==> config.mk <==
export PLATFORM = sky130hd
export DESIGN_NAME = data_port_flat
export DESIGN_NICKNAME = d
export VERILOG_FILES = /design/src/hw/core_pkg.sv /design/src/hw/mem_if.sv /design/src/hw/data_port.sv /design/src/flat_wrapper.sv
export VERILOG_INCLUDE_DIRS = /design/src /design/src/hw
export SDC_FILE = /design/constraint.sdc
export NUM_CORES = 1
export LEC_CHECK = 0
export ABC_AREA = 1
export BUFFER_PORTS_ARGS = -buffer_cell sky130_fd_sc_hd__buf_2
export CORE_AREA = 4 4 152 154
export DETAILED_ROUTE_END_ITERATION = 7
export DIE_AREA = 0 0 156 158
export GPL_TIMING_DRIVEN = 0
export SYNTH_ARGS = -nofsm -noshare
export SYNTH_HDL_FRONTEND = slang
export SYNTH_SLANG_ARGS = --single-unit
==> constraint.sdc <==
create_clock -name vclk -period 2.4
set_input_delay 0.36 -clock vclk [all_inputs]
set_output_delay 0.36 -clock vclk [all_outputs]
set_load 0.01 [all_outputs]
==> src/hw/core_defs.svh <==
`ifndef CORE_DEFS_SVH
`define CORE_DEFS_SVH

// ****************************************
// datapath widths
// ****************************************
`define XLEN 64
`define INST_W 32

// boot address, also the base of the unified memory
`define RESET_PC 64'h0000_0000_8000_0000

// 64-bit words in the unified memory
`define MEM_WORDS 1024

// denied fetch cycles in a row before fetch is forced through
`define STARVE_LIMIT 4

`endif

==> src/hw/core_pkg.sv <==
package core_pkg;

	// ****************************************
	// fetch side
	// ****************************************

	// predecode class of the fetched instruction
	typedef enum logic [1:0] {
		br_none,
		br_cond,
		br_jal
	} br_kind_e;

	// ****************************************
	// data side
	// ****************************************

	// load/store width
	typedef enum logic {
		size_word,
		size_double
	} access_size_e;

	// who drives the shared memory this cycle
	typedef enum logic [1:0] {
		own_none,
		own_fetch,
		own_data
	} arb_owner_e;

endpackage

==> src/hw/mem_if.sv <==
`timescale 1ns/100ps
`include "core_defs.svh"


// ****************************************
// load/store path
// ****************************************
// same single cycle rule as the fetch path
interface data_bus_if;
	logic              req;
	logic              we;
	logic [`XLEN-1:0]  addr;
	logic [`XLEN-1:0]  wdata;
	// one bit per byte lane
	logic [7:0]        wstrb;
	logic              gnt;
	logic [`XLEN-1:0]  rdata;

	modport requester (
		output req,
		output we,
		output addr,
		output wdata,
		output wstrb,
		input  gnt,
		input  rdata
	);

	modport arbiter (
		input  req,
		input  we,
		input  addr,
		input  wdata,
		input  wstrb,
		output gnt,
		output rdata
	);
endinterface

==> src/hw/data_port.sv <==
`timescale 1ns/100ps
`include "core_defs.svh"

module data_port import core_pkg::*; (
	input  logic              d_req,
	input  logic              d_we,
	input  access_size_e      d_size,
	input  logic [`XLEN-1:0]  d_addr,
	input  logic [`XLEN-1:0]  d_wdata,
	output logic [`XLEN-1:0]  d_rdata,
	output logic              d_done,
	data_bus_if.requester     dbus
);

	logic [31:0] load_half;

	// ****************************************
	// request side
	// ****************************************
	assign dbus.req  = d_req;
	assign dbus.we   = d_we;
	// memory is addressed in whole double words
	assign dbus.addr = {d_addr[`XLEN-1:3], 3'b000};

	// lane steering and strobes
	always_comb begin
		case (d_size)
			size_word: begin
				// copy into both halves, strobes pick the lane
				dbus.wdata = {2{d_wdata[31:0]}};
				dbus.wstrb = d_addr[2] ? 8'hf0 : 8'h0f;
			end
			default: begin
				dbus.wdata = d_wdata;
				dbus.wstrb = 8'hff;
			end
		endcase
		// loads touch no byte
		if (!d_we)
			dbus.wstrb = 8'h00;
	end

	// ****************************************
	// response side
	// ****************************************
	assign load_half = d_addr[2] ? dbus.rdata[63:32] : dbus.rdata[31:0];

	always_comb begin
		case (d_size)
			// sign extend like lw
			size_word: d_rdata = {{(`XLEN-32){load_half[31]}}, load_half};
			default:   d_rdata = dbus.rdata;
		endcase
	end

	// same cycle completion when granted
	assign d_done = d_req & dbus.gnt;

endmodule

==> src/flat_wrapper.sv <==
// flat-port wrapper written by rule: the top's interface ports become plain ports
module data_port_flat import core_pkg::*;
  (d_req, d_we, d_size, d_addr, d_wdata, d_rdata, d_done, dbus_req, dbus_we, dbus_addr, dbus_wdata, dbus_wstrb, dbus_gnt, dbus_rdata);
  data_bus_if dbus_i ();
  input  logic d_req;
  input  logic d_we;
  input  access_size_e d_size;
  input  logic [`XLEN-1:0] d_addr;
  input  logic [`XLEN-1:0] d_wdata;
  output logic [`XLEN-1:0] d_rdata;
  output logic d_done;
  output wire logic [$bits(dbus_i.req)-1:0] dbus_req;
  output wire logic [$bits(dbus_i.we)-1:0] dbus_we;
  output wire logic [$bits(dbus_i.addr)-1:0] dbus_addr;
  output wire logic [$bits(dbus_i.wdata)-1:0] dbus_wdata;
  output wire logic [$bits(dbus_i.wstrb)-1:0] dbus_wstrb;
  input wire logic [$bits(dbus_i.gnt)-1:0] dbus_gnt;
  input wire logic [$bits(dbus_i.rdata)-1:0] dbus_rdata;
  assign dbus_req = dbus_i.req;
  assign dbus_we = dbus_i.we;
  assign dbus_addr = dbus_i.addr;
  assign dbus_wdata = dbus_i.wdata;
  assign dbus_wstrb = dbus_i.wstrb;
  assign dbus_i.gnt = dbus_gnt;
  assign dbus_i.rdata = dbus_rdata;
  data_port u_core (.d_req(d_req), .d_we(d_we), .d_size(d_size), .d_addr(d_addr), .d_wdata(d_wdata), .d_rdata(d_rdata), .d_done(d_done), .dbus(dbus_i));
endmodule
After elaboration in Yosys (flattened, before gate mapping)
Cells that the tools add are included.

cells by class
  div/mod/pow operators = 0
  mux-type cells = 6
  bitwise operators = 1
  reduce and logical (&&, ||, !) cells = 0
  magnitude comparators = 0
  multipliers = 0
  add/sub/neg operators = 0
  shift operators = 0
  equal/unequal tests = 0

operators with widths
  operator           number
  64-bit 2-to-1 mux  2
  32-bit 2-to-1 mux  1
  8-bit 2-to-1 mux   3
  1-bit AND          1

storage, ports and cells
  flip-flop bits (word level) = 0
  memory bits (read-only) = 0
  memories kept = 0
  latch bits = 0
  input bits = 196
  logic and storage cells = 7
  output and inout bits = 203
  memory bits (writable) = 0

Logic depth before layout (Yosys ltp)
  word-level depth = 3
  mapped depth = 5
  depth with buffers taken out = 4

Worst setup path after synthesis
OpenSTA, ideal clock, no wires.

  kind = input to output
  from = in d_addr[2]
  to = out dbus_wstrb[1]
  path buffers = 2
  stages = 5
  path slack = 1.006 ns
  required time = 2.040 ns
  data arrival time = 1.034 ns
  cells stage by stage = inv_2 -> nor2_2 -> buf_2 -> nor2_1 -> buf_4

on the way
  longest elaborated chain between the ends = 3

ends and longest elaborated chain
  element           line                text
  from (decl)       flat_wrapper.sv:8   input logic [`XLEN-1:0] d_addr;
  8-bit 2-to-1 mux  data_port.sv:31     dbus.wstrb = d_addr[2] ? 8'hf0 : 8'h0f;
  8-bit 2-to-1 mux  data_port.sv:27     case (d_size)
  8-bit 2-to-1 mux  data_port.sv:39     if (!d_we)
  to (decl)         flat_wrapper.sv:16  output wire logic [$bits(dbus_i.wstrb)-1:0] dbus_wstrb;

Every way passes these cells.

Final worst setup path
Same ends and word-level chain as after synthesis.

==> results.yml <==
status:
  status: "finished clean"
cells_and_area:
  clkbuf_count: 0
  final_common_cell: "buf_2"
  regArea_um2: 0
  instances_no_fill: 1009
  nNetsFinal: 927
  drive_above_1_share_pct: 62.96
  antennaDiodeCount: 0
  layout_common_cells: "buf_2, nand2_1, buf_4"
  seq_cells: 0
  syn_to_final_growth_pct: 103.9
floorplan:
  design.core.area_um2: 21690
  die_h_um: 158
  ios: 399
  start_util_pct: 8.988
  dieArea_um2: 24650
  rows: 54
  die_w_um: 156
detailed_routing:
  drt_first_iter_violations: 168
  drc: 0
  vias: 3453
  routedWlPerCell_um: 12.71
  ant_nets: 0
  viasPerCell: 3.422
  drt-total-wl_um: 12820
  dr.pass1.iters: 4
global_route:
  antenna_found_initial: 0
  grt_pass1_wl_um: 17080
  grt_pass1_vias: 3165
  grt_max_degree: 11
  grt_overflow: 0
  grt_usage_pct: 8.818
clock_network:
  cts_resized: 0
  postCtsSetupBuffers: 0
  cts_hold_buf: 0
setup_path:
  cp_top_family: "buffers and inverters"
  cp_max_fo: 10
  slowest_delay_ns: 0.35
  slowest_stage: "buf_2"
  path_depth: 7
  endpoint: "dbus_wstrb[1]"
  startpoint_type: "primary input"
  worstPathCellList: "buf_2 > inv_2 > nor2_2 > buf_2 > nor2_1 > buf_4 > buf_2"
  cpMostUsedCell: "buf_2"
  crit_type: "primary input to primary output"
  worstPathRequired_ns: 2.04
  crit_path_end_kind: "primary output"
  path_buf_inv: 5
  cp-startpoint: "d_addr[2]"
  critPathArrivalTime_ns: 1.59
power:
  pwr-share-seq_pct: 0
  power_frac_comb_pct: 100.0
  intPower_w: 0.0004041
  power_frac_clock_pct: 0
  power.leakage_nw: 2.721
  p_switching_w: 0.0004234
  p_sw_share_pct: 51.17
  power_density_nw_per_um2: 208.3
  ir_worst_vdd_mv: 0.06169
  finalPower_w: 0.0008276
timing:
  fin_crit_ns: 1.951
  hold_viol: 0
  fmax_ghz: 0.5124
  slew_violations: 0
  post-route-period-util_pct: 81.31
  fin_setup_tns_ns: 0
  setup-violations-final: 0
  rsz0062_at_grt: "no"
place:
  dp.cells: 1009
  globalplace.congestion: 0.8062
  io_buffers: 333
  dp_hpwl_um: 11580
synth:
  syn_area_per_cell_um2: 4.948
  syn_inst: 394
  netlist_top_cells_area: "nand2_1, buf_4, nand3_1, buf_2, clkbuf_1"
  syn-cell-area_um2: 1949
  yosysUniqueCellTypes: 11
  synth_top_area_cell: "nand2_1"
  synth_seq_area_share_pct: 0
  yosys.area.top_type_share_pct: 43.52
  yosys_warnings: 0
hold_path:
  hp-class: "primary input to primary output"
  holdPathStages: 2
flow_run:
  cap_violations: 0
==> worst min path at each step <==
stage / slack (ns) / endpoint / startpoint
2_1_floorplan: 0.81 / d_done / dbus_gnt
3_3_place_gp: 0.91 / dbus_addr[24] / d_addr[24]
3_5_place_dp: 0.90 / dbus_addr[54] / d_addr[54]
4_1_cts: 0.90 / dbus_addr[54] / d_addr[54]
5_1_grt: 0.91 / dbus_addr[5] / d_addr[5]
6_report: 0.90 / dbus_addr[53] / d_addr[53]
==> cell usage after synthesis <==
| master | instances |
|---|---|
| nand2_1 | 226 |
| nand3_1 | 32 |
| clkbuf_1 | 3 |
| buf_4 | 109 |
| nor2_2 | 1 |
| o21ai_0 | 1 |
| nor2_1 | 3 |
| conb_1 | 1 |
| inv_2 | 2 |
| inv_1 | 2 |
| buf_2 | 14 |
==> cells by family (layout without fill, tap and decap cells) <==
group                  Yosys count  count (layout)  synth area share (%)
other                            1               3                0.1924
buffers and inverters          130             463                 46.92
AO/OA/AOI/OAI                    1               1                0.2565
AND/OR/NAND/NOR                262             262                 52.63
==> through the flow <==
stage	hold WS, ns	setup slack (ns)	cell area, µm²	utilization (%)
2_1_floorplan	0.8091	1.006	1957	-
3_3_place_gp	0.9057	0.3226	3974	18.32
3_5_place_dp	0.9049	0.3286	3974	18.32
4_1_cts	0.9047	0.3291	3974	18.32
5_1_grt	0.9106	0.3202	3974	18.32
6_report	0.9039	0.4486	3974	18.32
==> power by group through the flow <==
stage / sequential, W / clock (W) / combinational, W
2_1_floorplan: 0 / 0 / 0.000429
3_3_place_gp: 0 / 0 / 0.000841
3_5_place_dp: 0 / 0 / 0.000844
4_1_cts: 0 / 0 / 0.000847
5_1_grt: 0 / 0 / 0.000917
6_report: 0 / 0 / 0.000828
==> per-layer routing <==
| metal | GRT usage, % | vias to the layer above | routed length (µm) |
|---|---|---|---|
| met2 | 18.03 | 228 | 6794 |
| met3 | 1.148 | 6 | 1363 |
| met1 | 9.966 | 1459 | 4552 |
| met5 | 0 | - | 0 |
| met4 | 0.7503 | 0 | 114 |
| li1 | - | 1760 | - |
==> area by class of cell <==
class / count / area [µm²]
tap: 280 / 350.3
multi-input combinational: 266 / 1042
buffer: 126 / 899.6
timing repair buffer: 333 / 1667
fill: 2501 / 17710
inverter: 4 / 15.01
No activity file was read; power rests on OpenSTA's default activity.
