**src/hw/core_defs.svh**
```systemverilog
`ifndef CORE_DEFS_SVH
`define CORE_DEFS_SVH

// ****************************************
// datapath widths
// ****************************************
`define XLEN 64
`define INST_W 32

// boot address, also the base of the unified memory
`define RESET_PC 64'h0000_0000_8000_0000

// 64-bit words in the unified memory
`define MEM_WORDS 1024

// denied fetch cycles in a row before fetch is forced through
`define STARVE_LIMIT 4

`endif

```
**src/hw/core_pkg.sv**
```systemverilog
package core_pkg;

	// ****************************************
	// fetch side
	// ****************************************

	// predecode class of the fetched instruction
	typedef enum logic [1:0] {
		br_none,
		br_cond,
		br_jal
	} br_kind_e;

	// ****************************************
	// data side
	// ****************************************

	// load/store width
	typedef enum logic {
		size_word,
		size_double
	} access_size_e;

	// who drives the shared memory this cycle
	typedef enum logic [1:0] {
		own_none,
		own_fetch,
		own_data
	} arb_owner_e;

endpackage

```
**src/hw/mem_if.sv**
```systemverilog
`timescale 1ns/100ps
`include "core_defs.svh"

// ****************************************
// fetch request path
// ****************************************
// served when req and gnt are both high, rdata valid same cycle
interface fetch_bus_if;
	logic              req;
	// double word aligned
	logic [`XLEN-1:0]  addr;
	logic              gnt;
	logic [`XLEN-1:0]  rdata;

	modport requester (
		output req,
		output addr,
		input  gnt,
		input  rdata
	);

	modport arbiter (
		input  req,
		input  addr,
		output gnt,
		output rdata
	);
endinterface


```
**src/hw/branch_predecode.sv**
```systemverilog
`timescale 1ns/100ps
`include "core_defs.svh"

module branch_predecode import core_pkg::*; (
	input  logic [`INST_W-1:0] inst,
	output br_kind_e           kind,
	output logic [`XLEN-1:0]   imm,
	output logic               backward
);

	// major opcodes that matter to fetch
	typedef enum logic [6:0] {
		op_branch = 7'b1100011,
		op_jal    = 7'b1101111
	} opcode_e;

	opcode_e          opcode;
	logic [2:0]       funct3;
	logic [`XLEN-1:0] imm_b;
	logic [`XLEN-1:0] imm_j;

	assign opcode = opcode_e'(inst[6:0]);
	assign funct3 = inst[14:12];

	// ****************************************
	// classify
	// ****************************************
	always_comb begin
		kind = br_none;
		case (opcode)
			op_branch: begin
				// beq bne blt bge bltu bgeu, 010/011 are not branches
				case (funct3)
					3'b000, 3'b001, 3'b100, 3'b101, 3'b110, 3'b111: kind = br_cond;
					default: kind = br_none;
				endcase
			end
			op_jal: kind = br_jal;
			default: kind = br_none;
		endcase
	end

	// ****************************************
	// immediates
	// ****************************************
	// B type, 13 bit offset scattered over the word
	assign imm_b = {{(`XLEN-13){inst[31]}}, inst[31], inst[7], inst[30:25],
		inst[11:8], 1'b0};
	// J type, 21 bit offset
	assign imm_j = {{(`XLEN-21){inst[31]}}, inst[31], inst[19:12], inst[20],
		inst[30:21], 1'b0};

	// only meaningful when kind is not br_none
	assign imm = (kind == br_jal) ? imm_j : imm_b;

	// sign bit of the offset, negative means loop back
	assign backward = inst[31];

endmodule

```
**src/hw/fetch_unit.sv**
```systemverilog
`timescale 1ns/100ps
`include "core_defs.svh"

module fetch_unit import core_pkg::*; (
	input  logic                clk,
	input  logic                reset,
	input  logic                ready_if_id,
	input  logic                pc_update,
	input  logic [`XLEN-1:0]    dnpc,
	output logic                valid_if_id,
	output logic [`XLEN-1:0]    pc,
	output logic [`INST_W-1:0]  inst,
	output logic                branch_flush,
	fetch_bus_if.requester      fbus
);

	br_kind_e          kind;
	logic [`XLEN-1:0]  imm;
	logic              backward;
	logic              accept;
	logic              predict_taken;
	logic [`XLEN-1:0]  pc_next;

	// ****************************************
	// memory request
	// ****************************************
	// no request while decode holds us
	assign fbus.req  = ready_if_id;
	assign fbus.addr = {pc[`XLEN-1:3], 3'b000};

	// pick the 32-bit half by pc[2]
	assign inst = pc[2] ? fbus.rdata[`XLEN-1:`INST_W] : fbus.rdata[`INST_W-1:0];

	// instruction taken by decode this cycle
	assign accept = ready_if_id & fbus.gnt;

	// redirect kills the fetched word
	assign valid_if_id  = accept & ~pc_update;
	assign branch_flush = accept & pc_update;

	branch_predecode u_predecode (
		.inst     (inst),
		.kind     (kind),
		.imm      (imm),
		.backward (backward)
	);

	// static rule, backward cond or backward jal
	assign predict_taken = backward & ((kind == br_cond) | (kind == br_jal));

	// ****************************************
	// next pc
	// ****************************************
	always_comb begin
		if (!accept) begin
			// stalled by decode or by the arbiter
			pc_next = pc;
		end else if (pc_update) begin
			pc_next = dnpc;
		end else if (predict_taken) begin
			pc_next = pc + imm;
		end else begin
			pc_next = pc + `XLEN'd4;
		end
	end

	always_ff @(posedge clk) begin
		if (reset) begin
			pc <= `RESET_PC;
		end else begin
			pc <= pc_next;
		end
	end

endmodule

```
**src/flat_wrapper.sv**
```systemverilog
// flat-port wrapper written by rule: the top's interface ports become plain ports
module fetch_unit_flat import core_pkg::*;
  (clk, reset, ready_if_id, pc_update, dnpc, valid_if_id, pc, inst, branch_flush, fbus_req, fbus_addr, fbus_gnt, fbus_rdata);
  fetch_bus_if fbus_i ();
  input  logic clk;
  input  logic reset;
  input  logic ready_if_id;
  input  logic pc_update;
  input  logic [`XLEN-1:0] dnpc;
  output logic valid_if_id;
  output logic [`XLEN-1:0] pc;
  output logic [`INST_W-1:0] inst;
  output logic branch_flush;
  output wire logic [$bits(fbus_i.req)-1:0] fbus_req;
  output wire logic [$bits(fbus_i.addr)-1:0] fbus_addr;
  input wire logic [$bits(fbus_i.gnt)-1:0] fbus_gnt;
  input wire logic [$bits(fbus_i.rdata)-1:0] fbus_rdata;
  assign fbus_req = fbus_i.req;
  assign fbus_addr = fbus_i.addr;
  assign fbus_i.gnt = fbus_gnt;
  assign fbus_i.rdata = fbus_rdata;
  fetch_unit u_core (.clk(clk), .reset(reset), .ready_if_id(ready_if_id), .pc_update(pc_update), .dnpc(dnpc), .valid_if_id(valid_if_id), .pc(pc), .inst(inst), .branch_flush(branch_flush), .fbus(fbus_i));
endmodule
```
**config.mk**
```make
export PLATFORM = sky130hd
export DESIGN_NAME = fetch_unit_flat
export DESIGN_NICKNAME = d
export VERILOG_FILES = /design/src/hw/core_pkg.sv /design/src/hw/mem_if.sv /design/src/hw/branch_predecode.sv /design/src/hw/fetch_unit.sv /design/src/flat_wrapper.sv
export VERILOG_INCLUDE_DIRS = /design/src /design/src/hw
export SDC_FILE = /design/constraint.sdc
export NUM_CORES = 1
export LEC_CHECK = 0
export ABC_CLOCK_PERIOD_IN_PS = 13390
export BUFFER_PORTS_ARGS = -buffer_cell sky130_fd_sc_hd__buf_2
export CORE_MARGIN = 2
export CORE_UTILIZATION = 57
export CTS_CLUSTER_DIAMETER = 40
export DETAILED_ROUTE_END_ITERATION = 8
export PLACE_DENSITY_LB_ADDON = 0.08
export SYNTH_ARGS = -nofsm -noshare
export SYNTH_HDL_FRONTEND = slang
export SYNTH_SLANG_ARGS = --single-unit
```
**constraint.sdc**
```tcl
create_clock -name clk -period 13.39 [get_ports clk]
set_clock_uncertainty 0.05 [all_clocks]
set_input_delay 2.678 -clock clk [delete_from_list [all_inputs] [get_ports clk]]
set_output_delay 2.678 -clock clk [all_outputs]
set_load 0.05 [all_outputs]
```
Yosys cells after proc, flatten, opt, wreduce, memory -nomap -nowiden

Index checks and enable logic that the tools add are counted.

Muxes and demuxes: 6
Bitwise logic cells: 6
Reduce and logical (&&, ||, !) cells: 2
Add/subtract/negate cells: 2
Equality and inequality tests: 9

Operators with widths:

| cell                                                             | count |
|---|---|
| 64-bit 2-to-1 mux                                                | 2 |
| 64-bit by 3-bit adder with 64-bit output (second input constant) | 1 |
| 64-bit adder                                                     | 1 |
| 32-bit 2-to-1 mux                                                | 1 |
| 20-bit 2-to-1 mux                                                | 1 |
| 7-bit == test (second input constant)                            | 2 |
| 3-bit == test (second input constant)                            | 4 |
| 6-bit OR reduction                                               | 1 |
| 1-bit bitwise AND                                                | 4 |
| 2-bit one-hot mux with 2 select lines                            | 1 |
| 3-bit by 1-bit == test with 1-bit output (second input constant) | 1 |
| 3-bit logical NOT                                                | 1 |
| 2-bit by 1-bit == test with 1-bit output (second input constant) | 1 |
| 2-bit == test (second input constant)                            | 1 |
| 1-bit 2-to-1 mux                                                 | 1 |
| 1-bit NOT                                                        | 1 |
| 1-bit OR                                                         | 1 |

Output and inout port bits: 163
Bits of input ports: 133
Bits in registers: 64

Depth between registers and ports, before layout

Gate-level depths: netlist (run 1).

Depth after elaboration: 10
Gate-level depth with buffers: 24
Mapped depth without buffers: 21

Modules after synthesis

A second synthesis (run 1) with hierarchy kept.

Cell total of the unflattened synthesis: 1383
Area total of the unflattened synthesis: 9925.8 um^2

Modules (own cells, without submodules):

| module           | seq. area each (um^2) | cells each | area each (um^2) | times used |
|---|---|---|---|---|
| fetch_unit       | 1281.2                | 1309       | 9308.9           | 1 |
| branch_predecode | 0.0                   | 74         | 616.8            | 1 |

Least setup slack after synthesis (run 1)

OpenSTA, ideal clock, no wires.

Kind: input port to flip-flop
From: in fbus_rdata[36]
To: reg u_core.pc[53]
Arrival: 7104 ps
Required time: 13209 ps
Path slack: 6105 ps
Stages on the path: 22
Path buffers: 3
Cells stage by stage: mux2_2 nor2_1 nand3_1 or4_1 ha_1 clkbuf_1 inv_1 clkbuf_1 nor2_1 nor2_1 ha_1 buf_6 nand4_1 o211ai_2 or4_1 o211a_1 o41ai_2 o211a_1 o211ai_2 a21oi_2 xor2_1 a21oi_1

Longest elaborated chain between the ends: 8
Elaborated cells on any way between the ends: 12
Those cells by class: add/sub: 1; eq/ne: 4; mux: 5; bitwise: 2

Ends and longest elaborated chain:

| what                                                                             | line                                     | text |
|---|---|---|
| start: declaration                                                               | flat_wrapper.sv:17                       | `input wire logic [$bits(fbus_i.rdata)-1:0] fbus_rdata;` |
| 32-bit 2-to-1 mux *                                                              | fetch_unit.sv:32                         | `` assign inst = pc[2] ? fbus.rdata[`XLEN-1:`INST_W] : fbus.rdata[`INST_W-1:0]; `` |
| 7-bit == test                                                                    | branch_predecode.sv:30                   | `case (opcode)` |
| 2-bit one-hot mux with 2 select lines *                                          | branch_predecode.sv:30                   |  |
| 2-bit == test / 2-bit by 1-bit == test with 1-bit output (equally long branches) | branch_predecode.sv:54, fetch_unit.sv:49 |  |
| 20-bit 2-to-1 mux / 1-bit OR (equally long branches)                             | branch_predecode.sv:54, fetch_unit.sv:49 |  |
| 64-bit adder / 1-bit bitwise AND (equally long branches)                         | fetch_unit.sv:61, fetch_unit.sv:49       |  |
| 64-bit 2-to-1 mux *                                                              | fetch_unit.sv:60                         | `end else if (predict_taken) begin` |
| 64-bit 2-to-1 mux *                                                              | fetch_unit.sv:58                         | `end else if (pc_update) begin` |
| end signal: assignment                                                           | fetch_unit.sv:69                         | `` pc <= `RESET_PC; `` |
| end signal: assignment                                                           | fetch_unit.sv:71                         | `pc <= pc_next;` |
| end: declaration                                                                 | fetch_unit.sv:11                         | `` output logic [`XLEN-1:0] pc, `` |

Mark *: on every way between the ends. The rest lies on a longest branch, timed or not.
A chain may end at the register's enable or synchronous reset.

Final worst setup path (run 1)

From: in pc_update
To: out valid_if_id

Longest elaborated chain between the ends: 2

Ends and longest elaborated chain:

| what               | line               | text |
|---|---|---|
| start: declaration | flat_wrapper.sv:8  | `input logic pc_update;` |
| 1-bit NOT          | fetch_unit.sv:38   | `assign valid_if_id = accept & ~pc_update;` |
| 1-bit bitwise AND  | fetch_unit.sv:38   |  |
| end: declaration   | flat_wrapper.sv:10 | `output logic valid_if_id;` |

Every way passes these cells.

==> flow_summary.toml, run 1 <==
[synthesis]
synth_cell_types = 73
synthCells = 1336
avgSynthCellArea_um2 = 6.925
yosys.cell_count.top_type = "nor2_1"
ys_seq_area_share_pct = 13.85
async_flop_share_pct = 0
yosys_warnings = 0
synth_edf_count = 0
yosys.area.top_type = "dfxtp_1"
synth_area_um2 = 9251
netlist_top_cells_area = "dfxtp_1 14%, ha_1 8.7%, a21oi_1 7.0%"
synth_ff_type = "dfxtp_1"
synth_top_area_share_pct = 13.85
ys_seq_elements = 64
synth_common_cells = "148 x nor2_1, 129 x a21oi_1, 120 x nand2_1"

[worst_setup_path]
path_cells = "buf_2, buf_4, inv_1, nand2_1, inv_1, buf_2"
worst_setup_path_start_kind = "input pin"
worstPathArrival_ns = 4.79
cp-end-kind = "primary output"
slowest_delay_ns = 0.66
criticalPathCategory = "input pin to primary output"
critPathRequiredTime_ns = 10.66
slowest_stage = "buf_4"
path_max_fanout = 81

[placed_design]
placed_cell_area_um2 = 10260
numPortBuffers = 292
hpwl_mm = 25.61
routabilityCongestion = 0.9993

[floorplan]
top_level_ports = 296
die-area_um2 = 17270
fp.dieH_um = 131.4
initial_utilization_pct = 58.24
die_x_um = 131.4
core_area_um2 = 15890
fp-row-count = 46

[layout]
largest_reg_flops = 64
drive_above_1_share_pct = 24.12
reg_top3 = "u_core.pc: 64 flops"
areaGrowthSynthToFinish_pct = 14.16
fin_util_pct = 66.49
fin_area_um2 = 10560
diodes = 0
final_nets = 1702
regMostFlops = "u_core.pc"

[clock_network]
ctsHoldBuffers = 0
clk_latency_ns = 0.36
cts_sinks = 64
htreeDepth = 3
cts.reportedPaths.clkPinSlew_ns = 0.06
post_cts.repair.setup_buffers = 0
cts_resized = 0
cts_buffer_depth = 2
clockRootBuffer = "clkbuf_16"
numCtsBuffers = 9
cts_tree = "done"

[pwr]
powerDensity_nw_per_um2 = 86.78
ir_drop_mv = 0.07136
power.leakage_nw = 4.938

[global_route]
gr-total-overflow = 0
antenna_found_initial = 0
grt_pass1_wl_mm = 53.39
grt_max_degree = 82
grt_pass1_vias = 9828
grt_usage_pct = 37.95

[sta]
maxSlewViolCount = 0
finalCriticalPeriod_ns = 7.521
fin_crit_sh_pct = 56.17
setup_viol = 0
max_freq_mhz = 133.0
slew_headroom_pct = 40.94
rsz0062_at_grt = "no"
hold_viol_final = 0
whs_ns = 0.4350
tightest_slew_ns = 0.8859
finalSetupTns_ns = 0

[detailed_routing]
detail_route.wl_per_cell_um = 19.87
drt_iter0_drc = 988
vias = 10830
dr.pass1.iters = 7
drt-vias-per-instance = 6.278
routed_wl_mm = 34.28
postRouteAntennaNets = 0
drc_errors = 0

[flow_run]
drv_cap = 0

[status]
outcome = "finished clean"

[worst_hold_path]
hold_class = "flop to flop"
==> cell usage in the layout (no fill, tap or decap), drive strengths merged, types with 6 or more instances in the layout <==
| cell type | netlist | final |
|---|---|---|
| buf | 79 | 301 |
| nor2 | 149 | 149 |
| a21oi | 132 | 132 |
| nand2 | 121 | 121 |
| o21ai | 71 | 71 |
| ha | 64 | 64 |
| dfxtp | 64 | 64 |
| xnor2 | 55 | 55 |
| nand3 | 51 | 51 |
| a211oi | 49 | 49 |
| a21o | 46 | 46 |
| nor3 | 44 | 44 |
| xor2 | 43 | 43 |
| mux2 | 29 | 29 |
| nand4 | 28 | 28 |
| inv | 26 | 26 |
| and3 | 23 | 23 |
| a31oi | 15 | 15 |
| o22ai | 12 | 12 |
| nor2b | 12 | 12 |
| and2 | 12 | 12 |
| clkbuf | 67 | 12 |
| nand2b | 11 | 11 |
| o21a | 11 | 11 |
| o211ai | 11 | 11 |
| o31ai | 10 | 10 |
| o21bai | 8 | 8 |
| o221ai | 7 | 7 |
| or4 | 6 | 6 |
| and4 | 6 | 6 |
| or3 | 6 | 6 |
==> path summary, 6_finish.rpt <==
| check | from | to | slack [ns] | cells past startpoint |
|---|---|---|---|---|
| setup / recovery | pc_update | valid_if_id | 5.87 | 6 |
| hold reg to reg | u_core.pc[0] | u_core.pc[0] | 0.44 | 2 |
| hold / removal | u_core.pc[0] | u_core.pc[0] | 0.44 | 2 |
| setup reg to reg | u_core.pc[2] | u_core.pc[61] | 7.52 | 19 |
==> layout make-up <==
| class | count | area, um2 |
|---|---|---|
| sequential | 64 | 1282 |
| tap | 216 | 270.3 |
| clock buffer | 12 | 246.5 |
| inverter | 26 | 97.59 |
| multi-input combinational | 1102 | 7082 |
| clock inverter | 4 | 53.80 |
| fill | 1504 | 5324 |
| timing repair buffer | 301 | 1529 |
==> report_power, final <==
group          leakage (nW)  switching [mW]  internal, mW
combinational          4.27           0.301         0.140
clock                 0.139           0.102         0.150
sequential            0.525          0.0223         0.201
total                  4.94           0.426         0.491
==> worst max-delay path: cells and delay by family <==
kind          cells  cell delay (ns)
buf+inv           5             1.69
simple gates      1             0.38
==> metal layers <==
layer,track usage (%),up-vias,wire [um]
met5,0,-,0
met4,16.85,0,1529
met3,5.826,104,3161
met2,61.55,625,15580
met1,49.79,4949,14010
li1,-,5152,-
==> stage by stage <==
step | std cells | setup slack [ns] | total power [mW]
4_1_cts | 1725 | 5.960 | 0.9093
2_1_floorplan | 1338 | 6.105 | 0.5610
3_5_place_dp | 1709 | 5.753 | 0.6602
6_report | 1725 | 5.869 | 0.9165
3_3_place_gp | 1709 | 5.845 | 0.6585
5_1_grt | 1725 | 5.704 | 0.9565
==> kinds of logic (layout without fill, tap and decap cells) <==
kind of cell | after synthesis | count (layout) | synth area share, %
AND/OR/NAND/NOR | 483 | 483 | 24.72
AO/OA/AOI/OAI | 420 | 420 | 29.47
other | 1 | 3 | 0.04053
flip-flops | 64 | 64 | 13.85
multiplexers | 33 | 33 | 3.963
buffers and inverters | 172 | 343 | 9.805
adder cells (fa/ha/maj) | 65 | 65 | 8.872
XOR/XNOR | 98 | 98 | 9.278
Power figures use the tool's default switching activity.
==> run 2, diff against run 1 <==
--- a/config.mk
+++ b/config.mk
@@ -6,10 +6,10 @@
 export SDC_FILE = /design/constraint.sdc
 export NUM_CORES = 1
 export LEC_CHECK = 0
-export ABC_CLOCK_PERIOD_IN_PS = 13390
+export ABC_CLOCK_PERIOD_IN_PS = 6500
 export BUFFER_PORTS_ARGS = -buffer_cell sky130_fd_sc_hd__buf_2
 export CORE_MARGIN = 2
-export CORE_UTILIZATION = 57
+export CORE_UTILIZATION = 48
 export CTS_CLUSTER_DIAMETER = 40
 export DETAILED_ROUTE_END_ITERATION = 8
 export PLACE_DENSITY_LB_ADDON = 0.08
==> constraint.sdc (replaced) <==
create_clock -name clk -period 6.5 [get_ports clk]
set_clock_uncertainty 0.05 [all_clocks]
set_input_delay 1.3 -clock clk [delete_from_list [all_inputs] [get_ports clk]]
set_output_delay 1.3 -clock clk [all_outputs]
set_load 0.05 [all_outputs]
==> run 2 against run 1 <==
Against the previous run:
- power increased by 110%
- combinational power increased by 110%
- critical path depth increased by 14
- utilization decreased by 10 points
- sequential power increased by 110%
- worst setup slack got worse by 5.3 ns
- first-iteration DRC count decreased by 26%
- flip-flop and latch count unchanged
==> flow_summary.toml, run 2 (synthesis gave the netlist of run 1 again) <==
[global_route]
grt_pass1_wl_mm = 52.74
grt_usage_pct = 32.95
antenna_found_initial = 0
gr-total-overflow = 0
grt_pass1_vias = 9499
grt_max_degree = 81

[layout]
reg_top3 = "u_core.pc: 64 flops"
fin_util_pct = 56.48
drive_above_1_share_pct = 24.27
regMostFlops = "u_core.pc"
largest_reg_flops = 64
layout_commonest_cell = "buf_2"
areaGrowthSynthToFinish_pct = 14.96
stdcell_count = 1772
final_nets = 1706
fin_area_um2 = 10640
diodes = 0
layout_common_cells = "292 x buf_2, 148 x nor2_1, 129 x a21oi_1"

[worst_hold_path]
min_path_cells = 2
hp-start = "u_core.pc[0]"
whs_endpoint = "u_core.pc[0]"
hold_class = "flop to flop"

[clock_network]
ctsHoldBuffers = 0
htreeDepth = 3
cts_resized = 0
post_cts.repair.setup_buffers = 0
cts_buffer_depth = 2
cts_sinks = 64
cts_tree = "done"
clk_latency_ns = 0.36
cts.reportedPaths.clkPinSlew_ns = 0.06
numCtsBuffers = 9
clockRootBuffer = "clkbuf_16"

[placed_design]
dp_slack_ns = 0.2643
numPortBuffers = 292
placed_cell_area_um2 = 10350
placed_cells = 1757
routabilityCongestion = 0.9721
hpwl_mm = 26.68

[pwr]
powerDensity_nw_per_um2 = 176.8
p_seq_share_pct = 24.5
power.leakage_nw = 4.957
ir_drop_mv = 0.1295
p_sw_mw = 0.8707
p_sw_share_pct = 46.30
total_power_mw = 1.880
internal-power_mw = 1.010
clkPwrFrac_pct = 27.3
p_comb_share_pct = 48.1

[sta]
slew_headroom_pct = 41.05
whs_ns = 0.4061
maxSlewViolCount = 0
finalSetupTns_ns = 0
fin_crit_sh_pct = 91.50
setup_viol = 0
hold_viol_final = 0
max_freq_mhz = 168.1
finalCriticalPeriod_ns = 5.947
tightest_slew_ns = 0.8842
fin_ws_ns = 0.5528
rsz0062_at_grt = "no"

[floorplan]
initial_utilization_pct = 49.13
die-area_um2 = 20400
top_level_ports = 296
core_area_um2 = 18830
fp.dieH_um = 142.8
fp-row-count = 50
die_x_um = 142.8

[detailed_routing]
drt_iter0_drc = 735
vias = 10643
drc_errors = 0
routed_wl_mm = 34.92
dr.pass1.iters = 5
postRouteAntennaNets = 0
drt-vias-per-instance = 6.006
detail_route.wl_per_cell_um = 19.71

[worst_setup_path]
path_cells = "buf_2, mux2_2, nor2_1, nand3_1, or4_1, ha_1, inv_1, nor2_1, nor2_1, ha_1, nand4_1, o211ai_2, or4_1, o211a_1, o41ai_2, o2111ai_1, nand4b_1, o221ai_1, xnor2_1, o22ai_1"
worstPathArrival_ns = 6.10
rrSetupSlack_ns = 0.72
slowest_stage = "or4_1"
critPathRequiredTime_ns = 6.65
worst_setup_path_start_kind = "input pin"
regToRegStartpoint = "u_core.pc[2]"
worstReg2RegEnd = "u_core.pc[61]"
slowest_delay_ns = 0.56
rr_worst_depth = 19
cpLargestDelayFamily = "simple AND/OR/NAND/NOR gates"
cpMostUsedCell = "nor2_1"
startpoint = "fbus_rdata[36]"
criticalPathCategory = "input pin to flop"
crit_buf_inv = 2
cp-end-kind = "flop"
path_max_fanout = 12

[status]
outcome = "finished clean"

[flow_run]
drv_cap = 0
## run 2: cell count changes in the layout (fill, tap and decap cells not counted)
cell        delta
clkinv_4       -1
clkinv_2       +1
buf_4          +4
clkinvlp_4     -1
## run 2: worst min-delay path, delay by kind of cell, from the launching register on
kind             cells  cell delay, ns
AO/OA/AOI/OAI        1            0.05
AND/OR/NAND/NOR      1            0.05
flip-flops           1            0.30
## run 2: final cells by class
cell class / count / area (um2)
Multi-Input combinational cell: 1102 / 7082
Tap cell: 260 / 325.3
Clock buffer: 12 / 246.5
Inverter: 26 / 97.59
Fill cell: 1874 / 8195
Sequential cell: 64 / 1282
Timing Repair Buffer: 305 / 1559
Clock inverter: 3 / 42.54
## run 2: worst max-delay path by stage
stage | end | slack (ns) | cells past startpoint
after detailed placement | u_core.pc[61] | 0.26 | 20
after global routing | u_core.pc[61] | 0.21 | 20
final | u_core.pc[61] | 0.55 | 20
after global placement | u_core.pc[61] | 0.38 | 20
after floorplan | u_core.pc[53] | 0.52 | 23
after CTS | u_core.pc[61] | 0.63 | 20
## run 2: power by group through the flow
stage | combinational [mW] | sequential [mW] | clock, mW
final | 0.905 | 0.462 | 0.514
after global routing | 0.972 | 0.466 | 0.531
after CTS | 0.897 | 0.461 | 0.515
after detailed placement | 0.892 | 0.470 | 0
after global placement | 0.891 | 0.469 | 0
after floorplan | 0.627 | 0.529 | 0
## run 2: layer usage
metal | track usage [%] | vias up | wire length (um)
li1 | - | 5162 | -
met1 | 43.69 | 4945 | 15320
met2 | 53.26 | 453 | 15770
met3 | 4.158 | 83 | 2390
met4 | 15.27 | 0 | 1441
met5 | 0 | - | 0
