==> config.mk <==
export PLATFORM = sky130hd
export DESIGN_NAME = mem_arbiter_flat
export DESIGN_NICKNAME = d
export VERILOG_FILES = /design/src/hw/core_pkg.sv /design/src/hw/mem_if.sv /design/src/hw/mem_arbiter.sv /design/src/flat_wrapper.sv
export VERILOG_INCLUDE_DIRS = /design/src /design/src/hw
export SDC_FILE = /design/constraint.sdc
export NUM_CORES = 1
export LEC_CHECK = 0
export BUFFER_PORTS_ARGS = -buffer_cell sky130_fd_sc_hd__buf_4
export CAP_MARGIN = 10
export CORE_AREA = 2 2 211 213
export CTS_CLUSTER_SIZE = 8
export DETAILED_ROUTE_END_ITERATION = 8
export DIE_AREA = 0 0 213 215
export HOLD_SLACK_MARGIN = 0.02
export MAX_ROUTING_LAYER = met4
export SYNTH_ARGS = -nofsm -noshare
export SYNTH_HDL_FRONTEND = slang
export SYNTH_SLANG_ARGS = --single-unit
==> constraint.sdc <==
create_clock -name clk -period 1.7 [get_ports clk]
set_input_delay 0.17 -clock clk [delete_from_list [all_inputs] [get_ports clk]]
set_output_delay 0.17 -clock clk [all_outputs]
set_load 0.02 [all_outputs]
==> src/hw/core_defs.svh <==
`ifndef CORE_DEFS_SVH
`define CORE_DEFS_SVH

// ****************************************
// datapath widths
// ****************************************
`define XLEN 64
`define INST_W 32

// boot address, also the base of the unified memory
`define RESET_PC 64'h0000_0000_8000_0000

// 64-bit words in the unified memory
`define MEM_WORDS 1024

// denied fetch cycles in a row before fetch is forced through
`define STARVE_LIMIT 4

`endif

==> src/hw/core_pkg.sv <==
package core_pkg;

	// ****************************************
	// fetch side
	// ****************************************

	// predecode class of the fetched instruction
	typedef enum logic [1:0] {
		br_none,
		br_cond,
		br_jal
	} br_kind_e;

	// ****************************************
	// data side
	// ****************************************

	// load/store width
	typedef enum logic {
		size_word,
		size_double
	} access_size_e;

	// who drives the shared memory this cycle
	typedef enum logic [1:0] {
		own_none,
		own_fetch,
		own_data
	} arb_owner_e;

endpackage

==> src/hw/mem_if.sv <==
`timescale 1ns/100ps
`include "core_defs.svh"

// ****************************************
// fetch request path
// ****************************************
// served when req and gnt are both high, rdata valid same cycle
interface fetch_bus_if;
	logic              req;
	// double word aligned
	logic [`XLEN-1:0]  addr;
	logic              gnt;
	logic [`XLEN-1:0]  rdata;

	modport requester (
		output req,
		output addr,
		input  gnt,
		input  rdata
	);

	modport arbiter (
		input  req,
		input  addr,
		output gnt,
		output rdata
	);
endinterface

// ****************************************
// load/store path
// ****************************************
// same single cycle rule as the fetch path
interface data_bus_if;
	logic              req;
	logic              we;
	logic [`XLEN-1:0]  addr;
	logic [`XLEN-1:0]  wdata;
	// one bit per byte lane
	logic [7:0]        wstrb;
	logic              gnt;
	logic [`XLEN-1:0]  rdata;

	modport requester (
		output req,
		output we,
		output addr,
		output wdata,
		output wstrb,
		input  gnt,
		input  rdata
	);

	modport arbiter (
		input  req,
		input  we,
		input  addr,
		input  wdata,
		input  wstrb,
		output gnt,
		output rdata
	);
endinterface

==> src/hw/mem_arbiter.sv <==
`timescale 1ns/100ps
`include "core_defs.svh"

module mem_arbiter import core_pkg::*; (
	input  logic              clk,
	input  logic              reset,
	fetch_bus_if.arbiter      fbus,
	data_bus_if.arbiter       dbus,
	output logic [`XLEN-1:0]  mem_addr,
	output logic              mem_we,
	output logic [`XLEN-1:0]  mem_wdata,
	output logic [7:0]        mem_wstrb,
	input  logic [`XLEN-1:0]  mem_rdata
);

	localparam int CNT_W = $clog2(`STARVE_LIMIT + 1);

	arb_owner_e        owner;
	logic [CNT_W-1:0]  starve_cnt;
	logic              starved;

	// ****************************************
	// owner select
	// ****************************************
	// fetch denied long enough
	assign starved = (starve_cnt == CNT_W'(`STARVE_LIMIT));

	always_comb begin
		if (fbus.req && (starved || !dbus.req))
			owner = own_fetch;
		else if (dbus.req)
			owner = own_data;
		else
			owner = own_none;
	end

	assign fbus.gnt = (owner == own_fetch);
	assign dbus.gnt = (owner == own_data);

	// ****************************************
	// starvation counter
	// ****************************************
	always_ff @(posedge clk) begin
		if (reset) begin
			starve_cnt <= '0;
		end else if (!fbus.req || owner == own_fetch) begin
			starve_cnt <= '0;
		end else begin
			// requesting and lost to data
			starve_cnt <= starve_cnt + CNT_W'(1);
		end
	end

	// ****************************************
	// memory drive
	// ****************************************
	always_comb begin
		mem_addr  = fbus.addr;
		mem_we    = 1'b0;
		mem_wstrb = 8'h00;
		case (owner)
			own_data: begin
				mem_addr  = dbus.addr;
				mem_we    = dbus.we;
				mem_wstrb = dbus.wstrb;
			end
			default: ;
		endcase
	end

	assign mem_wdata = dbus.wdata;

	// both sides see the read word and gnt says who owns it
	assign fbus.rdata = mem_rdata;
	assign dbus.rdata = mem_rdata;

endmodule

==> src/flat_wrapper.sv <==
// flat-port wrapper written by rule: the top's interface ports become plain ports
module mem_arbiter_flat import core_pkg::*;
  (clk, reset, mem_addr, mem_we, mem_wdata, mem_wstrb, mem_rdata, fbus_req, fbus_addr, fbus_gnt, fbus_rdata, dbus_req, dbus_we, dbus_addr, dbus_wdata, dbus_wstrb, dbus_gnt, dbus_rdata);
  fetch_bus_if fbus_i ();
  data_bus_if dbus_i ();
  input  logic clk;
  input  logic reset;
  output logic [`XLEN-1:0] mem_addr;
  output logic mem_we;
  output logic [`XLEN-1:0] mem_wdata;
  output logic [7:0] mem_wstrb;
  input  logic [`XLEN-1:0] mem_rdata;
  input wire logic [$bits(fbus_i.req)-1:0] fbus_req;
  input wire logic [$bits(fbus_i.addr)-1:0] fbus_addr;
  output wire logic [$bits(fbus_i.gnt)-1:0] fbus_gnt;
  output wire logic [$bits(fbus_i.rdata)-1:0] fbus_rdata;
  input wire logic [$bits(dbus_i.req)-1:0] dbus_req;
  input wire logic [$bits(dbus_i.we)-1:0] dbus_we;
  input wire logic [$bits(dbus_i.addr)-1:0] dbus_addr;
  input wire logic [$bits(dbus_i.wdata)-1:0] dbus_wdata;
  input wire logic [$bits(dbus_i.wstrb)-1:0] dbus_wstrb;
  output wire logic [$bits(dbus_i.gnt)-1:0] dbus_gnt;
  output wire logic [$bits(dbus_i.rdata)-1:0] dbus_rdata;
  assign fbus_i.req = fbus_req;
  assign fbus_i.addr = fbus_addr;
  assign fbus_gnt = fbus_i.gnt;
  assign fbus_rdata = fbus_i.rdata;
  assign dbus_i.req = dbus_req;
  assign dbus_i.we = dbus_we;
  assign dbus_i.addr = dbus_addr;
  assign dbus_i.wdata = dbus_wdata;
  assign dbus_i.wstrb = dbus_wstrb;
  assign dbus_gnt = dbus_i.gnt;
  assign dbus_rdata = dbus_i.rdata;
  mem_arbiter u_core (.clk(clk), .reset(reset), .fbus(fbus_i), .dbus(dbus_i), .mem_addr(mem_addr), .mem_we(mem_we), .mem_wdata(mem_wdata), .mem_wstrb(mem_wstrb), .mem_rdata(mem_rdata));
endmodule
# Yosys cells after proc, flatten, opt, wreduce, memory -nomap -nowiden
# Index checks and enable logic that the tools add are counted.
# totals
word_cells	16
regBits	3
out_inout_bits	267
# op_classes
n_eq_ne	3
reduce_logical	6
mux	5
add_sub_neg	1
# op_table
operator	count
two-way mux 64 bit	1
two-way mux 8 bit	1
two-way mux 2 bit	2
adder 3 x 1 -> 3 bit, second input constant	1
equality test 3 bit, second input constant	1
equality test 2 x 1 -> 1 bit, second input constant	1
equality test 2 bit, second input constant	1
zero test 1 bit	2
logical OR 1 bit	2
OR reduction 2 bit	1
logical AND 1 bit	1
two-way mux 1 bit	1

# Longest topological paths before layout
# Gate-level depths: netlist (run 1).
# depth
ltp_word	7
mapped_depth	6
depth_no_buf	4

# Worst setup path after synthesis (run 1)
# Ideal clock, no wire load.
# synth_timing
path_kind	register to output
startpoint	reg u_core.starve_cnt[0]
endpoint	out mem_addr[10]
stages_incl_launch_ff	7
arrival_time_ps	1329
path_buffers	2
slack_ps	201
cell_sequence	dfxtp_1 -> inv_1 -> ha_1 -> and3_4 -> buf_6 -> buf_6 -> o211ai_2
# synth_between
elab_chain_cells	6
# synth_rtl
element	line	text
start, declared	mem_arbiter.sv:19	logic [CNT_W-1:0] starve_cnt;
start signal, assigned	mem_arbiter.sv:50	starve_cnt <= starve_cnt + CNT_W'(1);
equality test 3 bit	mem_arbiter.sv:26	assign starved = (starve_cnt == CNT_W'(`STARVE_LIMIT));
logical OR 1 bit	mem_arbiter.sv:29	if (fbus.req && (starved || !dbus.req))
logical AND 1 bit	mem_arbiter.sv:29	
two-way mux 2 bit	mem_arbiter.sv:29	
equality test 2 bit	mem_arbiter.sv:61	case (owner)
two-way mux 64 bit	mem_arbiter.sv:61	
end, declared	flat_wrapper.sv:8	output logic [`XLEN-1:0] mem_addr;
# No other way between the ends.

# Worst setup path in the final report (run 1)
# layout_timing
startpoint	reg u_core.starve_cnt[1]
endpoint	out mem_addr[25]
# Same word-level chain as after synthesis.

==> summary.md, run 1 <==
| Metric | Value |
|---|---|
| GRT overflow | 0 |
| Worst ir drop on vdd | 0.000171 V |
| Die width | 213 um |
| Initial core utilization | 0.0860 |
| Placer congestion estimate | 0.613 |
| Max Root-Sink Buffers | 2 |
| Reg clk slew, reported paths | 30 ps |
| Final core area utilization | 0.121 |
| Synth Cell Area | 0.00375 mm^2 |
| Critical Path Sink Type | output port |
| Sequential-to-total area share from yosys stat | 0.0160 |
| Ratio of cells with drive above 1 in the final layout | 0.593 |
| Final setup margin | -72.6 ps |
| Total core area | 0.0436 mm^2 |
| Die footprint | 0.0458 mm^2 |
| Area delta synth->final | 40.5% |
| Setup CP Type | reg -> out |
| Worst R2R Start | u_core.starve_cnt[1] |
| Worst setup path start | u_core.starve_cnt[1] |
| Cts-stage hold buffer count | 0 |
| Most common cell after layout, fill and taps aside | buf_4 |
| CP arrival | 1600 ps |
| DR WL/cell | 14.8 um |
| Syn_nets | 791 |
| # H-tree levels | 1 |
| Drt drc | 0 |
| Vias in the first global route | 3749 |
| Nets | 800 |
| Pre-CTS setup slack | 121 ps |
| Slew Viols, Final | 0 |
| RSZ-0062 raised after global routing | yes |
| 1st-iter DRT viols | 123 |
| First drt pass iteration count | 4 |
| Avg Cell Area, Syn | 7.22 um^2 |
| Fmax achieved | 0.564 GHz |
| Largest net degree at the start of global routing | 99 |
| Tmin final | 1770 ps |
| TritonCTS clock tree | built |
| Post-route ant nets | 0 |
| CTS Sinks | 3 |
| Clock Tree Root | clkbuf_16 |
| Peak fanout along the critical path | 11 |
| Hold WC Path Type | in -> reg |
| Largest register FFs | 3 |
| PortBufs | 215 |
| Tot GR Track Use | 0.0651 |
| Final WL | 16.5 mm |
| Vias per cell | 3.28 |
| Height of the chip | 215 um |
| Synth unique cells | 22 |
| Setup Skew | 0.519 ps |
| Vias | 3675 |
| Reg with most FFs | u_core.starve_cnt |
| Synthesized flop and latch total | 3 |
| PwrDens | 306 mW/mm^2 |
| CTS Buf Count | 3 |
| Max-Cap Viols | 0 |
| Slew @ Worst Pin | 413 ps |
| Yosys warning total | 0 |
| Post-Syn Instances | 520 |
| Startpoint types | flop |
| Latest clock arrival within the worst-skew pair | 220 ps |
| Post-DP HPWL | 11.5 mm |
| Failing checks | setup timing |
| Total I/O pin count | 536 |
| Hold Crit Start | reset |
| Final hold vios | 0 |
| Initial antenna violation count | 1 |
| Top flop regs | u_core.starve_cnt: 3 flops |
| Commonest non-fill, non-tap cells in the layout | buf_4 (164), nand2_1 (65), nand2b_1 (65) |
| Setup Viol. Count Final | 46 |
| Worst EP required | 1530 ps |
| Relative slew margins | 0.724 |
| First-pass GRT wire length | 22.1 mm |
| Status | finished, violations left |
| # rows | 77 |
| Leak | 2.08 nW |
| Tcrit/Tclk final | 1.04 |
==> path summary, 6_finish.rpt <==
path,cells past startpoint,slack [ps],to
worst min-delay path,3,230,u_core.starve_cnt[2]
worst min register to register,2,510,u_core.starve_cnt[0]
worst max register to register,5,330,u_core.starve_cnt[2]
worst max-delay path,7,-70,mem_addr[25]
==> cell type report <==
class,instances,area [um^2]
fillers,5039,38400
multi-input cells,279,2140
well taps,592,741
inverters,2,7.51
diodes,1,2.50
repair buffers,240,2230
clock buffers,4,78.8
flip-flops and latches,3,66.3
==> stage by stage <==
step                      instances  area, um^2  hold slack (ps)  total power [W]  TNS, ps
after global routing           1121        5270              249          0.00170    -4340
after CTS                      1119        5130              237          0.00160    -1950
after detailed placement       1103        4600              340          0.00111        0
after floorplan                 520        3750              366          0.00122        0
after global placement         1103        4600              340          0.00109        0
final                          1121        5270              232          0.00161    -1580
==> worst max-delay path, cell delays in order (launching register included) <==
cell and delay [ps]:
dfxtp_2 320, inv_2 50, ha_4 170, and3_4 190, buf_4 150, buf_12 140
o211ai_2 190, buf_6 140
==> power breakdown <==
part	leakage, nW	internal [W]	switching, W	total [W]
combinational	2.02	0.000621	0.000546	0.00117
clock	0.0382	0.000310	0.0000657	0.000375
sequential	0.0260	0.0000708	0.000000768	0.0000716
total	2.08	0.00100	0.000613	0.00161
==> logic make-up after synthesis <==
logic type                 count (synthesis)  share of synthesized area
and+or+nand+nor                          211                      0.311
DFF                                        3                     0.0160
buffers and inverters                    238                      0.455
adders and majority gates                  2                    0.00667
AOI/OAI and AO/OA                         66                      0.211
==> synthesized netlist by cell type (all sizes together) <==
cell,count,area (um^2)
a21boi,1,7.51
a21oi,1,5.00
and2,2,12.5
and3,10,67.6
buf,222,1650
clkbuf,14,52.6
dfxtp,3,60.1
ha,2,25.0
inv,2,7.51
nand2,65,244
nand2b,65,407
nand3,1,5.00
nand3b,1,11.3
nand4,64,400
nor3,1,5.00
nor3b,1,7.51
o211ai,64,781
or3b,1,8.76
==> per-layer routing <==
metal | part of all wire | global-route usage | wire, um | up-vias
met1 | 0.29 | 0.0516 | 4860 | 1682
met2 | 0.53 | 0.124 | 8810 | 267
met3 | 0.11 | 0.0213 | 1830 | 107
met5 | 0 | - | 0 | -
met4 | 0.063 | 0.0443 | 1030 | 0
li1 | - | - | - | 1619
==> timing repair <==
item,4_1_cts,5_1_grt
cloned,3,3
pin swaps,26,37
resized for setup,77,18
buffers inserted,9,0
endpoints found under the setup margin,71,69
Power figures use the tool's default switching activity.
==> inputs of run 2 (changes only) <==
- ABC_AREA: unset -> 1
==> summary.md, run 2 <==
| Metric | Value |
|---|---|
| Status | finished, violations left |
| Failing checks | setup timing |
| Sequential-to-total area share from yosys stat | 0.0230 |
| Startpoint types | flop |
| Final setup margin | -211 ps |
| Vias in the first global route | 2799 |
| Sequential share of power | 0.043 |
| DR WL/cell | 13.9 um |
| Height of the chip | 215 um |
| Cell taking the most area after synthesis | buf_4 |
| M1 GR Usage | 0.0644 |
| Max stage delay cell, worst path | dfxtp_2 |
| Max-Cap Viols | 0 |
| Synthesized flop and latch total | 3 |
| GRT overflow | 0 |
| Worst ir drop on vdd | 0.000187 V |
| Power share of the combinational group | 0.738 |
| Vias | 2875 |
| Synth Cell Area | 0.00261 mm^2 |
| Cts-stage hold buffer count | 0 |
| Synth area leaders | buf_4 (56%), nand2_1 (19%), nand3_1 (12%), dfxtp_1 (2.3%), buf_6 (2.2%) |
| Setup Skew | 1.82 ps |
| Commonest non-fill, non-tap cells in the layout | buf_4 (161), buf_6 (61), nand3_1 (56), nand2_1 (56), nand2_2 (40) |
| Max Root-Sink Buffers | 2 |
| Peak fanout along the critical path | 6 |
| Yosys warning total | 0 |
| Primary FF master, synth | dfxtp_1 |
| Clk pwr share | 0.220 |
| Worst EP required | 1530 ps |
| Reg with most FFs | u_core.starve_cnt |
| Top-count cell post-synth | buf_4 |
| Tmin final | 1910 ps |
| Reg clk slew, reported paths | 30 ps |
| CTS Sinks | 3 |
| Worst path cell trace | inv_2, ha_4, nand2_4, buf_6, o21ai_4, buf_12, buf_12, clkbuf_16, nand2_2, nand2_2, buf_6 |
| Top post-synthesis cells by count | buf_4 (196), nand2_1 (131), nand3_1 (65), inv_1 (15), nor2_1 (13) |
| PortBufs | 215 |
| Final WL | 14.8 mm |
| Latest clock arrival within the worst-skew pair | 220 ps |
| Most common cell after layout, fill and taps aside | buf_4 |
| Ys async rst share | 0 |
| Area delta synth->final | 75.8% |
| Fill cell count | 5058 |
| Vias per cell | 2.69 |
| PwrDens | 372 mW/mm^2 |
| Avg Cell Area, Syn | 5.87 um^2 |
| Nets | 747 |
| Die width | 213 um |
| Area share of the largest cell type after synthesis | 0.563 |
| Tcrit/Tclk final | 1.12 |
| # rows | 77 |
| Die footprint | 0.0458 mm^2 |
| Total core area | 0.0436 mm^2 |
| Placer congestion estimate | 0.711 |
| Grt met3 use | 0.0257 |
| Initial core utilization | 0.0598 |
| Setup Viol. Count Final | 74 |
| Setup CP Type | reg -> out |
| First-pass GRT wire length | 18.6 mm |
| Slew Viols, Final | 0 |
| GRT busiest layer | met2 |
| Fin Hold WS | 255 ps |
| Post-DP HPWL | 10.5 mm |
| Fin Setup TNS | -9660 ps |
| CTS Buf Count | 3 |
| Syn_nets | 716 |
| Total I/O pin count | 536 |
| Tot GR Track Use | 0.0589 |
| Fmax achieved | 0.523 GHz |
| Clock Tree Root | clkbuf_16 |
| Int Pwr | 0.00103 W |
| Number of buffer and inverter stages on the critical path | 6 |
| RSZ-0062 raised after global routing | yes |
| Leak | 2.23 nW |
| Critical Path Sink Type | output port |
| Drt drc | 0 |
| # H-tree levels | 1 |
| CP arrival | 1740 ps |
| Post-route ant nets | 0 |
| Synth unique cells | 13 |
| Pre-CTS setup slack | -35.7 ps |
| First drt pass iteration count | 4 |
| Sw Ratio | 0.394 |
| 1st-iter DRT viols | 81 |
| Post-synth EDFFs | 0 |
| CP delay by family, top | buffers and inverters |
| Final hold vios | 0 |
| Largest register FFs | 3 |
| Post-Syn Instances | 445 |
| Initial antenna violation count | 3 |
| TritonCTS clock tree | built |
| Largest net degree at the start of global routing | 65 |
| Slew @ Worst Pin | 360 ps |
| Crit path largest cell delay | 320 ps |
| Top flop regs | u_core.starve_cnt: 3 flops |
| Hold WC Path Type | in -> reg |
| Ratio of cells with drive above 1 in the final layout | 0.703 |
| Relative slew margins | 0.760 |
| Met2 GRT Util | 0.0871 |
| NetSw | 0.000673 W |
## run 2: changes by cell type after synthesis, moves of 4 or more
cell,before,now
nand2_1,65,131
nand2b_1,65,0
nand3_1,1,65
nand4_1,64,0
o211ai_2,60,0
clkbuf_1,14,1
inv_1,2,15
nor2_1,0,13
and3_1,9,0
buf_2,20,11
o211ai_1,4,0
## run 2: path summary, 6_finish.rpt
path	startpoint	to	slack [ps]	cells past startpoint
hold / removal	reset	u_core.starve_cnt[0]	250	4
setup / recovery	u_core.starve_cnt[1]	mem_addr[9]	-210	11
hold reg to reg	u_core.starve_cnt[0]	u_core.starve_cnt[0]	510	2
setup reg to reg	u_core.starve_cnt[1]	u_core.starve_cnt[1]	720	6
## run 2: cells by family after synthesis
logic type                 share of synthesized area
adders and majority gates                    0.00958
buffers and inverters                          0.631
and+or+nand+nor                                0.332
xor gates and xnor gates                     0.00335
DFF                                           0.0230
AOI/OAI and AO/OA                            0.00191
## run 2: area by class of cell
type                            count  area, um^2  share of cell area
Timing Repair Buffer              240        2300               0.500
Multi-Input combinational cell    213        1350               0.295
Tap cell                          592         741               0.161
Clock buffer                        4        78.8              0.0172
Sequential cell                     3        62.6              0.0136
Inverter                           15        56.3              0.0123
Antenna cell                        1        2.50            0.000545
## run 2: power groups by stage
stage	Combinational (W)	Sequential, W	Clock, W
floorplan	0.00106	0.0000738	0
global route	0.00133	0.0000734	0.000384
detailed placement	0.000939	0.0000740	0
global placement	0.000928	0.0000739	0
CTS	0.00119	0.0000732	0.000379
finish	0.00126	0.0000734	0.000375
## run 2: stage by stage
step,instances,power (W),instance area (um^2),utilization
finish,1068,0.00171,4590,0.105
global route,1068,0.00179,4590,0.105
CTS,1065,0.00165,4350,0.0997
detailed placement,1046,0.00101,3510,0.0805
global placement,1046,0.00100,3510,0.0805
floorplan,445,0.00113,2610,-
## run 2: worst register-to-register path: cells and delay by family, from the launching register on
kind | cells | cell delay, ps
flip-flops | 1 | 330
AND/OR/NAND/NOR | 3 | 280
buffers and inverters | 2 | 150
adder cells (fa/ha/maj) | 1 | 160
## run 2: layer usage
metal | share of wire | up-vias | routed length [um]
li1 | - | 1237 | -
met1 | 0.37 | 1258 | 5540
met2 | 0.44 | 270 | 6490
met3 | 0.13 | 110 | 1870
met4 | 0.063 | 0 | 940
met5 | 0 | - | 0
## run 2: repair_timing
item / 4_1_cts / 5_1_grt
setup buffers: 8 / 4
gates cloned: 7 / 1
pin swaps: 26 / 18
setup endpoints to repair: 74 / 75
resized for setup: 130 / 71
==> inputs of run 3 (changes only) <==
- SETUP_SLACK_MARGIN: unset -> 0.15
==> summary.md, run 3 (synthesis gave the netlist of run 2 again) <==
| Metric | Value |
|---|---|
| Tcrit/Tclk final | 1.12 |
| Tot GR Track Use | 0.0589 |
| Vias per cell | 2.68 |
| Initial antenna violation count | 3 |
| Cts-stage hold buffer count | 0 |
| RSZ-0062 raised after global routing | yes |
| Hold Crit Endpoint | u_core.starve_cnt[0] |
| Clk pwr share | 0.217 |
| WHS Path Cells | 4 |
| Vias in the first global route | 2799 |
| Reg2reg end | u_core.starve_cnt[1] |
| Total power | 0.00173 W |
| PwrDens | 372 mW/mm^2 |
| Fmax achieved | 0.524 GHz |
| Worst EP required | 1530 ps |
| Reg with most FFs | u_core.starve_cnt |
| NetSw | 0.000675 W |
| Relative slew margins | 0.765 |
| Most common cell after layout, fill and taps aside | buf_4 |
| Leak | 2.26 nW |
| Final setup margin | -209 ps |
| Sequential share of power | 0.043 |
| Hold Crit Start | reset |
| Top flop regs | u_core.starve_cnt: 3 flops |
| Worst R2R Start | u_core.starve_cnt[1] |
| Setup CP Type | reg -> out |
| Startpoint types | flop |
| Power share of the combinational group | 0.740 |
| Hold WC Path Type | in -> reg |
| Largest register FFs | 3 |
| Peak fanout along the critical path | 6 |
| Setup Viol. Count Final | 74 |
| PortBufs | 215 |
| Clock Tree Root | clkbuf_16 |
| Initial core utilization | 0.0598 |
| Total core area | 0.0436 mm^2 |
| Reg clk slew, reported paths | 30 ps |
| Fill cell count | 5051 |
| Ratio of cells with drive above 1 in the final layout | 0.696 |
| Failing checks | setup timing |
| Area delta synth->final | 77.8% |
| Final hold vios | 0 |
| Int Pwr | 0.00105 W |
| Largest net degree at the start of global routing | 65 |
| CTS Sinks | 3 |
| Reg2reg path depth | 6 |
| CTS Buf Count | 3 |
| Status | finished, violations left |
| Die width | 213 um |
| Latest clock arrival within the worst-skew pair | 220 ps |
| 1st-iter DRT viols | 89 |
| Worst ir drop on vdd | 0.000187 V |
| Sw Ratio | 0.391 |
| Max-Cap Viols | 0 |
| First-pass GRT wire length | 18.6 mm |
| Worst reg-to-reg setup slack | 720 ps |
| Fin area | 0.00464 mm^2 |
| TritonCTS clock tree | built |
| CP arrival | 1740 ps |
| First drt pass iteration count | 4 |
| Setup Skew | 1.82 ps |
| Commonest non-fill, non-tap cells in the layout | buf_4 (160), buf_6 (61), nand3_1 (60) |
| Slew @ Worst Pin | 353 ps |
| Final WL | 14.8 mm |
| Die footprint | 0.0458 mm^2 |
| GRT overflow | 0 |
| Max Root-Sink Buffers | 2 |
| Height of the chip | 215 um |
| Vias | 2868 |
| Nets | 749 |
| Post-DP HPWL | 10.5 mm |
| Slew Viols, Final | 0 |
| Drt drc | 0 |
| Total I/O pin count | 536 |
| # H-tree levels | 1 |
| DR WL/cell | 13.9 um |
| # rows | 77 |
| Post-route ant nets | 0 |
| Tmin final | 1910 ps |
| Area post-placement | 0.00351 mm^2 |
| Placer congestion estimate | 0.711 |
| Critical Path Sink Type | output port |
==> run 3: how the worst max path moves through the flow <==
stage | startpoint | to | slack [ps] | cells past startpoint
detailed placement | u_core.starve_cnt[0] | mem_addr[30] | -40 | 9
global placement | u_core.starve_cnt[0] | mem_addr[33] | -10 | 9
global route | u_core.starve_cnt[1] | mem_addr[31] | -250 | 11
CTS | u_core.starve_cnt[0] | mem_addr[21] | -190 | 11
finish | u_core.starve_cnt[1] | mem_addr[9] | -210 | 11
floorplan | u_core.starve_cnt[0] | mem_we | 210 | 7
==> run 3: repair_timing <==
action                                  4_1_cts  5_1_grt
cloned                                        7        1
gates resized for setup                     131       66
pin swaps                                    26       14
setup buffers                                 8        3
hold endpoints to repair                      0        0
endpoints found under the setup margin       75       75
==> run 3: power by group through the flow <==
| stage | combinational, W | clock [W] | sequential [W] |
|---|---|---|---|
| 2_1_floorplan | 0.00106 | 0 | 0.0000738 |
| 3_3_place_gp | 0.000928 | 0 | 0.0000739 |
| 3_5_place_dp | 0.000939 | 0 | 0.0000740 |
| 4_1_cts | 0.00119 | 0.000379 | 0.0000732 |
| 5_1_grt | 0.00135 | 0.000384 | 0.0000734 |
| 6_report | 0.00128 | 0.000375 | 0.0000734 |
==> run 3: routing by layer <==
metal  share of wire  up-vias  GRT usage
li1                -     1242          -
met1            0.36     1251     0.0644
met2            0.44      271     0.0871
met3            0.14      104     0.0257
met4           0.062        0     0.0371
met5               0        -          -
==> run 3: cell type report <==
class | instances | area (um^2) | area share
Antenna cell | 1 | 2.50 | 0.000539
Multi-Input combinational cell | 213 | 1330 | 0.287
Timing Repair Buffer | 242 | 2370 | 0.511
Clock buffer | 4 | 78.8 | 0.0170
Sequential cell | 3 | 62.6 | 0.0135
Tap cell | 592 | 741 | 0.160
Inverter | 15 | 56.3 | 0.0121
==> run 3: metrics by stage <==
| step | util | std cells | setup TNS, ps | hold slack, ps | worst slack [ps] |
|---|---|---|---|---|---|
| 6_report | 0.106 | 1070 | -10130 | 255 | -209 |
| 5_1_grt | 0.106 | 1070 | -14070 | 274 | -249 |
| 4_1_cts | 0.0997 | 1065 | -10560 | 257 | -191 |
| 3_5_place_dp | 0.0805 | 1046 | -69.3 | 340 | -35.7 |
| 3_3_place_gp | 0.0805 | 1046 | -18.7 | 340 | -10.6 |
| 2_1_floorplan | - | 445 | 0 | 369 | 215 |
==> run 3: critical path, stage by stage (launching register included) <==
cell,delay (ps)
dfxtp_2,320
inv_2,60
ha_4,140
nand2_4,40
buf_6,120
o21ai_4,130
buf_12,150
buf_12,130
clkbuf_16,170
nand2_2,60
nand2_2,70
buf_6,110
